File: config.mk
export PLATFORM = sky130hd
export DESIGN_NAME = prf_top
export DESIGN_NICKNAME = d
export VERILOG_FILES = /design/src/logic/prf_pkg.sv /design/src/logic/prf_top.sv /design/src/logic/read_arbiter.sv /design/src/logic/wb_arbiter.sv /design/src/logic/bank_ram.sv /design/src/logic/rotating_pick.sv
export SDC_FILE = /design/constraint.sdc
export NUM_CORES = 2
export LEC_CHECK = 0
export BUFFER_PORTS_ARGS = -buffer_cell sky130_fd_sc_hd__buf_2
export CORE_MARGIN = 2
export CORE_UTILIZATION = 35
export DETAILED_ROUTE_END_ITERATION = 12
export SETUP_SLACK_MARGIN = 0.15
export SLEW_MARGIN = 20
export SYNTH_ARGS = -nofsm -noshare
export SYNTH_HDL_FRONTEND = slang
export SYNTH_SLANG_ARGS = --single-unit
export TNS_END_PERCENT = 10
File: constraint.sdc
create_clock -name CLK -period 7.6 [get_ports CLK]
set_input_delay 0.76 -clock CLK [delete_from_list [all_inputs] [get_ports CLK]]
set_output_delay 0.76 -clock CLK [all_outputs]
set_load 0.02 [all_outputs]
File: src/logic/prf_pkg.sv
// physical register file types
`default_nettype none

package prf_pkg;

    // ------------------------------
    // sizes

    parameter int DATA_WIDTH = 32;

    parameter int PR_COUNT = 64;
    parameter int LOG_PR_COUNT = 6;

    parameter int BANK_COUNT = 4;
    parameter int LOG_BANK_COUNT = 2;

    // row index inside one bank
    parameter int UPPER_PR_WIDTH = LOG_PR_COUNT - LOG_BANK_COUNT;

    parameter int ROB_INDEX_WIDTH = 5;

    // ------------------------------
    // types

    typedef logic [DATA_WIDTH-1:0] data_t;
    // low bits pick the bank, high bits the row
    typedef logic [LOG_PR_COUNT-1:0] pr_t;
    typedef logic [UPPER_PR_WIDTH-1:0] upper_pr_t;
    typedef logic [ROB_INDEX_WIDTH-1:0] rob_index_t;

    // one writer's writeback request
    typedef struct packed {
        data_t      data;
        pr_t        pr;
        rob_index_t rob_index;
    } wb_req_t;

    // one bank's writeback bus entry
    typedef struct packed {
        logic       valid;
        data_t      data;
        upper_pr_t  upper_pr;
        rob_index_t rob_index;
    } wb_bus_t;

    // read port that served a request
    typedef enum logic {
        RD_PORT0,
        RD_PORT1
    } rd_port_e;

endpackage

`default_nettype wire
File: src/logic/prf_top.sv
// banked physical register file
`default_nettype none

module prf_top #(
    parameter int RR_COUNT = 6,
    parameter int WR_COUNT = 3
) (
    input  wire                                                 CLK,
    input  wire                                                 nRST,

    // writeback
    input  wire logic [WR_COUNT-1:0]                            wb_valid,
    input  wire prf_pkg::wb_req_t [WR_COUNT-1:0]                wb_req,
    output logic [WR_COUNT-1:0]                                 wb_ready,
    output prf_pkg::wb_bus_t [prf_pkg::BANK_COUNT-1:0]          wb_bus,

    // register reads
    input  wire logic [RR_COUNT-1:0]                            rd_req_valid,
    input  wire prf_pkg::pr_t [RR_COUNT-1:0]                    rd_req_pr,
    output logic [RR_COUNT-1:0]                                 rd_ack,
    output prf_pkg::rd_port_e [RR_COUNT-1:0]                    rd_port,
    output wire prf_pkg::data_t [prf_pkg::BANK_COUNT-1:0][1:0]  rd_data
);

    import prf_pkg::*;

    upper_pr_t [BANK_COUNT-1:0] rd_row0;
    upper_pr_t [BANK_COUNT-1:0] rd_row1;

    wb_arbiter #(.WR_COUNT(WR_COUNT)) u_wb_arbiter (
        .CLK      (CLK),
        .nRST     (nRST),
        .wb_valid (wb_valid),
        .wb_req   (wb_req),
        .wb_ready (wb_ready),
        .wb_bus   (wb_bus)
    );

    read_arbiter #(.RR_COUNT(RR_COUNT)) u_read_arbiter (
        .CLK          (CLK),
        .nRST         (nRST),
        .rd_req_valid (rd_req_valid),
        .rd_req_pr    (rd_req_pr),
        .rd_ack       (rd_ack),
        .rd_port      (rd_port),
        .rd_row0      (rd_row0),
        .rd_row1      (rd_row1)
    );

    // each bank is written straight from its own bus entry
    for (genvar b = 0; b < BANK_COUNT; b++) begin : g_bank
        bank_ram u_bank_ram (
            .CLK      (CLK),
            .wr_en    (wb_bus[b].valid),
            .wr_row   (wb_bus[b].upper_pr),
            .wr_data  (wb_bus[b].data),
            .rd_row0  (rd_row0[b]),
            .rd_row1  (rd_row1[b]),
            .rd_data0 (rd_data[b][0]),
            .rd_data1 (rd_data[b][1])
        );
    end

endmodule

`default_nettype wire

File: src/logic/read_arbiter.sv
// read arbiter, two ports per bank
`default_nettype none

module read_arbiter #(
    parameter int RR_COUNT = 6
) (
    input  wire                                             CLK,
    input  wire                                             nRST,

    // requester side
    input  wire logic [RR_COUNT-1:0]                        rd_req_valid,
    input  wire prf_pkg::pr_t [RR_COUNT-1:0]                rd_req_pr,
    output logic [RR_COUNT-1:0]                             rd_ack,
    output prf_pkg::rd_port_e [RR_COUNT-1:0]                rd_port,

    // registered row indices per bank and port
    output prf_pkg::upper_pr_t [prf_pkg::BANK_COUNT-1:0]    rd_row0,
    output prf_pkg::upper_pr_t [prf_pkg::BANK_COUNT-1:0]    rd_row1
);

    import prf_pkg::*;

    // requests still waiting for an ack
    logic [RR_COUNT-1:0]                    pend_valid;
    pr_t [RR_COUNT-1:0]                     pend_pr;

    logic [RR_COUNT-1:0]                    cand_valid;
    pr_t [RR_COUNT-1:0]                     cand_pr;
    logic [BANK_COUNT-1:0][RR_COUNT-1:0]    cand_by_bank;

    logic [BANK_COUNT-1:0][RR_COUNT-1:0]    grant0;
    logic [BANK_COUNT-1:0][RR_COUNT-1:0]    grant1;
    logic [BANK_COUNT-1:0][RR_COUNT-1:0]    mask_q;
    logic [BANK_COUNT-1:0][RR_COUNT-1:0]    next_mask;

    logic [RR_COUNT-1:0]                    next_ack;
    rd_port_e [RR_COUNT-1:0]                next_port;
    upper_pr_t [BANK_COUNT-1:0]             next_row0;
    upper_pr_t [BANK_COUNT-1:0]             next_row1;

    // ------------------------------
    // candidates and bank demux

    always_comb begin
        for (int r = 0; r < RR_COUNT; r++) begin
            cand_valid[r] = pend_valid[r] | rd_req_valid[r];
            cand_pr[r] = pend_valid[r] ? pend_pr[r] : rd_req_pr[r];
        end

        cand_by_bank = '0;
        for (int r = 0; r < RR_COUNT; r++) begin
            cand_by_bank[cand_pr[r][LOG_BANK_COUNT-1:0]][r] = cand_valid[r];
        end
    end

    for (genvar b = 0; b < BANK_COUNT; b++) begin : g_bank
        rotating_pick #(
            .WIDTH (RR_COUNT)
        ) u_pick0 (
            .req   (cand_by_bank[b]),
            .mask  (mask_q[b]),
            .grant (grant0[b])
        );

        // port 1 sees what port 0 left over
        rotating_pick #(
            .WIDTH (RR_COUNT)
        ) u_pick1 (
            .req   (cand_by_bank[b] & ~grant0[b]),
            .mask  (mask_q[b]),
            .grant (grant1[b])
        );

        // the two ports of a bank never serve the same requester
        a_two_grants: assert property (@(posedge CLK) disable iff (!nRST)
            $onehot0(grant0[b]) && $onehot0(grant1[b]) && (grant0[b] & grant1[b]) == '0);
    end

    // ------------------------------
    // acks, ports, rows, rotation

    always_comb begin
        next_ack = '0;
        for (int r = 0; r < RR_COUNT; r++) begin
            next_port[r] = RD_PORT0;
        end

        for (int b = 0; b < BANK_COUNT; b++) begin
            next_ack |= grant0[b] | grant1[b];
            next_row0[b] = '0;
            next_row1[b] = '0;
            for (int r = 0; r < RR_COUNT; r++) begin
                if (grant1[b][r]) begin
                    next_port[r] = RD_PORT1;
                end
                next_row0[b] |= cand_pr[r][LOG_PR_COUNT-1:LOG_BANK_COUNT]
                    & {UPPER_PR_WIDTH{grant0[b][r]}};
                next_row1[b] |= cand_pr[r][LOG_PR_COUNT-1:LOG_BANK_COUNT]
                    & {UPPER_PR_WIDTH{grant1[b][r]}};
            end

            // mask follows port 1, cleared when port 1 is unused
            next_mask[b] = '0;
            for (int r = 1; r < RR_COUNT; r++) begin
                next_mask[b][r] = next_mask[b][r-1] | grant1[b][r-1];
            end
        end
    end

    // ------------------------------
    // registers

    always_ff @(posedge CLK or negedge nRST) begin
        if (!nRST) begin
            pend_valid <= '0;
            mask_q <= '0;
            rd_ack <= '0;
            for (int r = 0; r < RR_COUNT; r++) begin
                rd_port[r] <= RD_PORT0;
            end
        end else begin
            pend_valid <= cand_valid & ~next_ack;
            mask_q <= next_mask;
            rd_ack <= next_ack;
            rd_port <= next_port;
        end
    end

    always_ff @(posedge CLK) begin
        pend_pr <= cand_pr;
        rd_row0 <= next_row0;
        rd_row1 <= next_row1;
    end

endmodule

`default_nettype wire

File: src/logic/wb_arbiter.sv
// writeback arbiter and bus registers
`default_nettype none

module wb_arbiter #(
    parameter int WR_COUNT = 3
) (
    input  wire                                         CLK,
    input  wire                                         nRST,

    // writer handshake
    input  wire logic [WR_COUNT-1:0]                    wb_valid,
    input  wire prf_pkg::wb_req_t [WR_COUNT-1:0]        wb_req,
    output logic [WR_COUNT-1:0]                         wb_ready,

    // registered writeback bus per bank
    output prf_pkg::wb_bus_t [prf_pkg::BANK_COUNT-1:0]  wb_bus
);

    import prf_pkg::*;

    // holding slot per writer
    logic [WR_COUNT-1:0]                    slot_valid;
    wb_req_t [WR_COUNT-1:0]                 slot_req;

    // slot contents merged with fresh requests
    logic [WR_COUNT-1:0]                    cand_valid;
    wb_req_t [WR_COUNT-1:0]                 cand_req;

    logic [BANK_COUNT-1:0][WR_COUNT-1:0]    cand_by_bank;
    logic [BANK_COUNT-1:0][WR_COUNT-1:0]    grant_by_bank;
    logic [WR_COUNT-1:0]                    granted;

    logic [BANK_COUNT-1:0][WR_COUNT-1:0]    mask_q;
    logic [BANK_COUNT-1:0][WR_COUNT-1:0]    next_mask;
    wb_bus_t [BANK_COUNT-1:0]               next_bus;

    // a full slot stalls its writer
    assign wb_ready = ~slot_valid;

    // ------------------------------
    // candidates and bank demux

    always_comb begin
        for (int w = 0; w < WR_COUNT; w++) begin
            // a presented request is ignored while the slot is full
            cand_valid[w] = slot_valid[w] | wb_valid[w];
            cand_req[w] = slot_valid[w] ? slot_req[w] : wb_req[w];
        end

        cand_by_bank = '0;
        for (int w = 0; w < WR_COUNT; w++) begin
            cand_by_bank[cand_req[w].pr[LOG_BANK_COUNT-1:0]][w] = cand_valid[w];
        end
    end

    for (genvar b = 0; b < BANK_COUNT; b++) begin : g_bank
        rotating_pick #(
            .WIDTH (WR_COUNT)
        ) u_pick (
            .req   (cand_by_bank[b]),
            .mask  (mask_q[b]),
            .grant (grant_by_bank[b])
        );
    end

    // ------------------------------
    // bus mux and rotation

    always_comb begin
        granted = '0;
        for (int b = 0; b < BANK_COUNT; b++) begin
            granted |= grant_by_bank[b];

            // one-hot AND-OR mux of the granted writer
            next_bus[b] = '0;
            next_bus[b].valid = |grant_by_bank[b];
            for (int w = 0; w < WR_COUNT; w++) begin
                next_bus[b].data |= cand_req[w].data & {DATA_WIDTH{grant_by_bank[b][w]}};
                next_bus[b].upper_pr |= cand_req[w].pr[LOG_PR_COUNT-1:LOG_BANK_COUNT]
                    & {UPPER_PR_WIDTH{grant_by_bank[b][w]}};
                next_bus[b].rob_index |= cand_req[w].rob_index
                    & {ROB_INDEX_WIDTH{grant_by_bank[b][w]}};
            end

            // register 0 is bank 0 row 0, never written or advertised
            if (b == 0 && next_bus[b].upper_pr == '0) begin
                next_bus[b].valid = 1'b0;
            end

            // rotate past this cycle's grantee, keep the mask while idle
            next_mask[b] = mask_q[b];
            if (|grant_by_bank[b]) begin
                next_mask[b] = '0;
                for (int w = 1; w < WR_COUNT; w++) begin
                    next_mask[b][w] = next_mask[b][w-1] | grant_by_bank[b][w-1];
                end
            end
        end
    end

    // ------------------------------
    // registers

    always_ff @(posedge CLK or negedge nRST) begin
        if (!nRST) begin
            slot_valid <= '0;
            mask_q <= '0;
            wb_bus <= '0;
        end else begin
            slot_valid <= cand_valid & ~granted;
            mask_q <= next_mask;
            wb_bus <= next_bus;
        end
    end

    always_ff @(posedge CLK) begin
        slot_req <= cand_req;
    end

    a_no_pr0_bus: assert property (@(posedge CLK) disable iff (!nRST)
        !(wb_bus[0].valid && wb_bus[0].upper_pr == '0));

    // a writer stalls only behind a request it presented earlier
    for (genvar w = 0; w < WR_COUNT; w++) begin : g_ready_chk
        a_ready_low: assert property (@(posedge CLK) disable iff (!nRST)
            !wb_ready[w] |-> $past(wb_valid[w] || !wb_ready[w]));
    end

endmodule

`default_nettype wire

File: src/logic/bank_ram.sv
// register bank storage
`default_nettype none

module bank_ram (
    input  wire                     CLK,

    // write port, fed by the bank's writeback bus
    input  wire logic               wr_en,
    input  wire prf_pkg::upper_pr_t wr_row,
    input  wire prf_pkg::data_t     wr_data,

    // two read ports with registered row indices
    input  wire prf_pkg::upper_pr_t rd_row0,
    input  wire prf_pkg::upper_pr_t rd_row1,
    output prf_pkg::data_t          rd_data0,
    output prf_pkg::data_t          rd_data1
);

    import prf_pkg::*;

    localparam int ROWS = PR_COUNT / BANK_COUNT;

    data_t rows [ROWS];

    // ------------------------------
    // write

    always_ff @(posedge CLK) begin
        if (wr_en) begin
            rows[wr_row] <= wr_data;
        end
    end

    // ------------------------------
    // asynchronous read

    assign rd_data0 = rows[rd_row0];
    assign rd_data1 = rows[rd_row1];

    // a bus entry that writes must carry a known row
    a_wr_row_known: assert property (@(posedge CLK) wr_en |-> !$isunknown(wr_row));

endmodule

`default_nettype wire

File: src/logic/rotating_pick.sv
// rotating priority picker
`default_nettype none

module rotating_pick #(
    parameter int WIDTH = 4
) (
    input  wire logic [WIDTH-1:0] req,
    input  wire logic [WIDTH-1:0] mask,
    output logic [WIDTH-1:0]      grant
);

    logic [WIDTH-1:0] masked_req;
    logic [WIDTH-1:0] masked_grant;
    logic [WIDTH-1:0] plain_grant;

    // lowest set bit of a vector, zero when empty
    function automatic logic [WIDTH-1:0] lowest(input logic [WIDTH-1:0] vec);
        logic [WIDTH-1:0] pick;
        pick = '0;
        for (int i = WIDTH - 1; i >= 0; i--) begin
            if (vec[i]) begin
                pick = '0;
                pick[i] = 1'b1;
            end
        end
        return pick;
    endfunction

    // requesters above the last grantee
    assign masked_req = req & mask;

    assign masked_grant = lowest(masked_req);
    assign plain_grant = lowest(req);

    // wrap around to the bottom once nobody above is waiting
    assign grant = (|masked_req) ? masked_grant : plain_grant;

endmodule

`default_nettype wire

# Word level (Yosys, flattened, before mapping)
# Memory sizes are Yosys's and may differ from the RTL's. A register that Yosys moved wholly into a read port is not among the register bits.
# Index checks and enable logic that the tools add are counted.
totals:
  register_bits: 382
  mem_bits_rw: 2048
  in_bits: 176
  output_inout_bits: 439
  elab_cells: 509
  mem_count: 4
op_classes:
  order_cmp: 18
  n_mux: 199
  n_bitwise: 214
  n_reduce_logical: 26
memory_table:
  columns: ["memory", "words", "width", "rd", "rd_ports_with_merged_regs", "write_ports", "line", "rtl"]
  rows:
  - ["g_bank[0].u_bank_ram.rows", 16, 32, 2, 2, 1, "bank_ram.sv:23", "data_t rows [ROWS];"]
  - ["g_bank[1].u_bank_ram.rows", 16, 32, 2, 2, 1, "bank_ram.sv:23", null]
  - ["g_bank[2].u_bank_ram.rows", 16, 32, 2, 2, 1, "bank_ram.sv:23", null]
  - ["g_bank[3].u_bank_ram.rows", 16, 32, 2, 2, 1, "bank_ram.sv:23", null]
op_table:
  columns: ["operator", "n"]
  rows:
  - ["6-bit two-way mux", 111]
  - ["32-bit bitwise AND", 12]
  - ["32-bit OR", 8]
  - ["4-bit bitwise AND", 60]
  - ["4-bit OR", 48]
  - ["43-bit two-way mux", 3]
  - ["24-bit bitwise mux", 5]
  - ["3-bit two-way mux", 30]
  - ["6-bit bitwise AND", 13]
  - ["6-bit demux with 2-bit select", 6]
  - ["5-bit bitwise AND", 12]
  - ["6-bit OR reduction", 8]
  - ["6-bit OR", 7]
  - ["5-bit OR", 8]
  - ["1-bit two-way mux", 35]
  - ["6-bit inverter", 5]
  - ["1-bit OR", 29]
  - ["2-bit by 3-bit < comparator with 1-bit output, second input constant", 9]
  - ["24-bit bitwise AND", 1]
  - ["12-bit bitwise mux", 2]
  - ["3-bit OR reduction", 8]
  - ["3-bit demux with 2-bit select", 3]
  - ["2-bit by 1-bit greater-or-equal comparator with 1-bit output, second input constant", 9]
  - ["3-bit bitwise AND", 5]
  - ["other kinds (8)", 20]

# Depth between registers and ports, before layout
depth:
  word_depth: 35
  mapped_depth: 12
  mapped_depth_nobuf: 9

# Hierarchy
# A second synthesis with hierarchy kept.
unflattened:
  cells_unflattened: 5885
  area_unflattened_um2: 109253.5
by_module_without_submodules:
  columns: ["mod", "instances", "cells_per_inst", "area_each_um2", "seq_area_each_um2"]
  rows:
  - ["bank_ram", 4, 1077, 22907.0, 15374.7]
  - ["wb_arbiter", 1, 898, 11668.7, 7061.8]
  - ["read_arbiter", 1, 419, 4520.6, 2312.2]
  - ["rotating_pick (u_read_arbiter.g_bank[0].u_pick0 ...)", 8, 28, 146.4, 0.0]
  - ["rotating_pick (u_wb_arbiter.g_bank[0].u_pick ...)", 4, 9, 66.3, 0.0]

# Worst setup path before layout
# OpenSTA, ideal clock, no wires.
synth_path:
  path_type: "register to register"
  start: "register, netlist name u_wb_arbiter.wb_bus[134]"
  end: "memory g_bank[3].u_bank_ram.rows[0][0] (netlist bit), enable pin"
  setup_ns: 0.461
  arrival_ns: 3.208
  required_time_ns: 7.139
  path_slack_ns: 3.931
  stages_incl_launch_ff: 3
  path_buffers: 0
  synth_period_minus_slack_ns: 3.669
  path_cell_list: "dfrtp_1 > or3b_2 > nor3_1"
synth_rtl:
  columns: ["item", "line"]
  rows:
  - ["to (decl)", "bank_ram.sv:23"]
# No word-level cell before the write port.

==> results by group <==
Clock network
  – Clock sinks: 2462
  – Number of buffers created by CTS: 284
  – Cts repair resizes: 0
  – Root buf cell: clkbuf_16
  – CTS tree: yes
  – Clock latency at the later pin of the worst-skew pair: 0.89 ns
  – H-tree depth: 5
  – Cts hold-fix bufs: 1
  – Setup Buffers After CTS: 0
  – Buffer depth of the longest clock path: 4
  – Reg clk slew, reported paths: 0.05 ns

Worst setup path
  – Arr. time, crit path: 4.10 ns
  – R2r endpoint: u_read_arbiter.pend_valid[3]
  – CP Max Fanout: 84
  – Worst setup SP type: register
  – CP Capture Point: rd_data[197]
  – Flop2flop setup slack: 3.53 ns
  – Kind of critical path: reg2out
  – Crit path required time: 6.84 ns
  – Reg2Reg Depth: 8
  – FF-to-FF Start: u_read_arbiter.pend_valid[3]
  – CP endpoint kind: output pin

Detailed routing
  – Remaining antenna violation count: 0
  – Vias post-DR: 64000
  – WL/cell: 35.8 um
  – Final wirelength: 379 mm
  – Initial drt markers: 8433
  – DRC Markers: 0
  – Routed vias/inst: 6.06
  – 1st-pass router iterations: 9

Power and ir drop
  – Pwr dens: 420 nW/um^2
  – VDD IR max: 0.309 mV
  – Total power: 53800 uW
  – Leakage: 0.0415 uW

Logic synthesis
  – Gate Count Post-Synth: 5445
  – Top post-synthesis cells by area: edfxtp_1 56%, mux4_2 26%, dfrtp_1 4.9%, dfxtp_1 3.6%, o221ai_1 1.1%
  – Number of synthesized register bits: 2462
  – YS warnings: 0
  – Synth Flop Type: edfxtp_1
  – Cell Area, Synth: 110000 um^2
  – Fraction of registers with async set or reset after synthesis: 8.81%
  – Post-synth EDFFs: 2048
  – Yosys top cell area share: 55.9%
  – Syn Area/Cell: 20.2 um^2
  – Net count after synthesis: 5621
  – Yosys top cell by area: edfxtp_1
  – Register area share after synthesis: 64.5%
  – Library cells used by synthesis: 103

STA
  – Tcrit/Tclk final: 63.9%
  – Hold Fails Final Rpt: 0
  – Setup Viol. Count Final: 0
  – Crit path time final: 4.86 ns
  – Relative slew slack: 19.0%
  – Setup skew after layout: 0.0684 ns
  – RSZ-0062 raised after global routing: false
  – Max Freq: 0.206 GHz
  – Setup TNS: 0 ns
  – Least-Margin Pin Slew: 1.18 ns
  – Slew Viols, Final: 0

Final layout
  – Nets: 6281
  – Fin cells: 10600
  – Design area: 128000 um^2
  – Final Util: 41.1%
  – Layout cell share with drive strength beyond 1: 41.7%
  – P&R area growth vs syn: 16.6%

Floorplan
  – Die Area: 319000 um^2
  – Initial Util: 35.2%
  – I/O Pins: 615
  – Die Span X: 564 um
  – DIE HEIGHT: 564 um
  – Cell Rows: 205
  – Core Region: 312000 um^2

Worst hold path
  – Hold Crit Class: in2reg
  – Hold Crit Depth: 2

Placed design
  – Placement Cell Area: 119000 um^2
  – Placed insts: 9956
  – Routability Congestion: 0.926
  – Post-DP HPWL: 236 mm
  – IO buf count: 614

Global route
  – Largest net degree at the start of global routing: 146
  – Total global-route track usage: 23.4%
  – Vias in the first global route: 65200
  – Grt ovf: 0
  – Antenna violations before repair: 130
  – First-pass GRT wire length: 520 mm

Outcome
  – Outcome: completed

Run
  – Max Cap Violations: 0
[cells in the final DEF (no fill, tap or decap), types with 17 or more instances in the layout]
cell type,count
nand3b_1,18
bufinv_16,26
nor2_4,49
nor2_1,66
nand3_1,27
o22ai_1,33
diode_2,90
dfxtp_4,20
edfxtp_1,2048
dfxtp_1,165
clkbuf_16,294
dfrtp_1,214
clkinv_2,34
buf_2,613
a22oi_1,45
o21ai_0,68
nand2_1,218
clkbuf_1,68
clkinv_1,45
nand2b_1,17
buf_4,110
mux2_2,54
inv_1,126
a21oi_1,28
mux2i_1,113
nor3_1,18
a222oi_1,22
o221ai_1,135
mux4_2,1280
[sequential cells by signal (all words and copies together) (netlist names), named ones only]
signal	flops
u_read_arbiter.rd_port	6
u_wb_arbiter.slot_valid	3
u_wb_arbiter.mask_q	8
u_read_arbiter.pend_pr	36
u_read_arbiter.mask_q	20
u_wb_arbiter.wb_bus	168
u_wb_arbiter.slot_req	129
g_bank.u_bank_ram.rows	2048
u_read_arbiter.rd_ack	6
u_read_arbiter.pend_valid	6
[cell families after synthesis]
kind of cell	after synthesis	synth area share (%)
simple gates	564	2.60
mux	1448	27.8
buf+inv	493	1.73
compound gates	464	3.26
xor+xnor	8	0.0637
flops	2462	64.5
fa+ha+maj	6	0.0580
[per-layer routing]
layer | vias up | part of all wire [%] | track usage [%]
met5 | - | 0.072 | 0
met4 | 40 | 6.5 | 14.6
met3 | 803 | 9.5 | 5.94
met2 | 3464 | 47 | 36.4
met1 | 34700 | 37 | 29.4
li1 | 25000 | - | -
[metrics by stage]
step / setup slack (ns) / hold WS [ns]
CTS: 2.59 / 0.0928
detailed placement: 3.24 / 0.468
global placement: 3.30 / 0.470
global route: 2.53 / 0.143
floorplan: 3.93 / 0.455
finish: 2.74 / 0.160
[worst min-delay path by stage]
stage / end / start / slack (ns)
floorplan: u_wb_arbiter.slot_req[48] / u_wb_arbiter.slot_req[48] / 0.45
global placement: u_wb_arbiter.slot_req[48] / u_wb_arbiter.slot_req[48] / 0.47
detailed placement: u_wb_arbiter.slot_req[48] / u_wb_arbiter.slot_req[48] / 0.47
CTS: u_wb_arbiter.slot_valid[1] / wb_valid[1] / 0.09
global route: u_read_arbiter.pend_pr[1] / rd_req_pr[1] / 0.14
finish: u_read_arbiter.pend_pr[24] / rd_req_pr[24] / 0.16
[synth_stat cells, drive strengths merged, types with 31 or more instances]
master / number
edfxtp: 2048
mux4: 1280
clkbuf: 243
nand2: 222
dfrtp: 217
dfxtp: 197
o221ai: 135
inv: 126
buf: 123
nor2: 116
mux2i: 114
o21ai: 79
mux2: 54
a22oi: 45
nor3: 34
o22ai: 33
a21oi: 31
[critical path, cell delays in order (launching register included)]
cell	delay [ns]
dfxtp_4	0.72
buf_12	0.30
buf_12	0.55
mux4_2	0.59
mux4_2	0.61
buf_2	0.22
[final cells by class]
type,count,area [um^2]
well taps,4140,5180
clock inverters,139,1630
repair buffers,740,4230
diodes,90,225
multi-input cells,2490,37700
fillers,27400,184000
inverters,127,477
clock buffers,375,7790
flip-flops and latches,2462,71000
[power by group]
part,switching [uW],total (uW),internal (uW)
clock,5730,13900,8170
sequential,3180,20900,17700
combinational,11100,19100,8000
total,20000,53800,33900
Note: power is estimated with default switching activity, not from simulation.
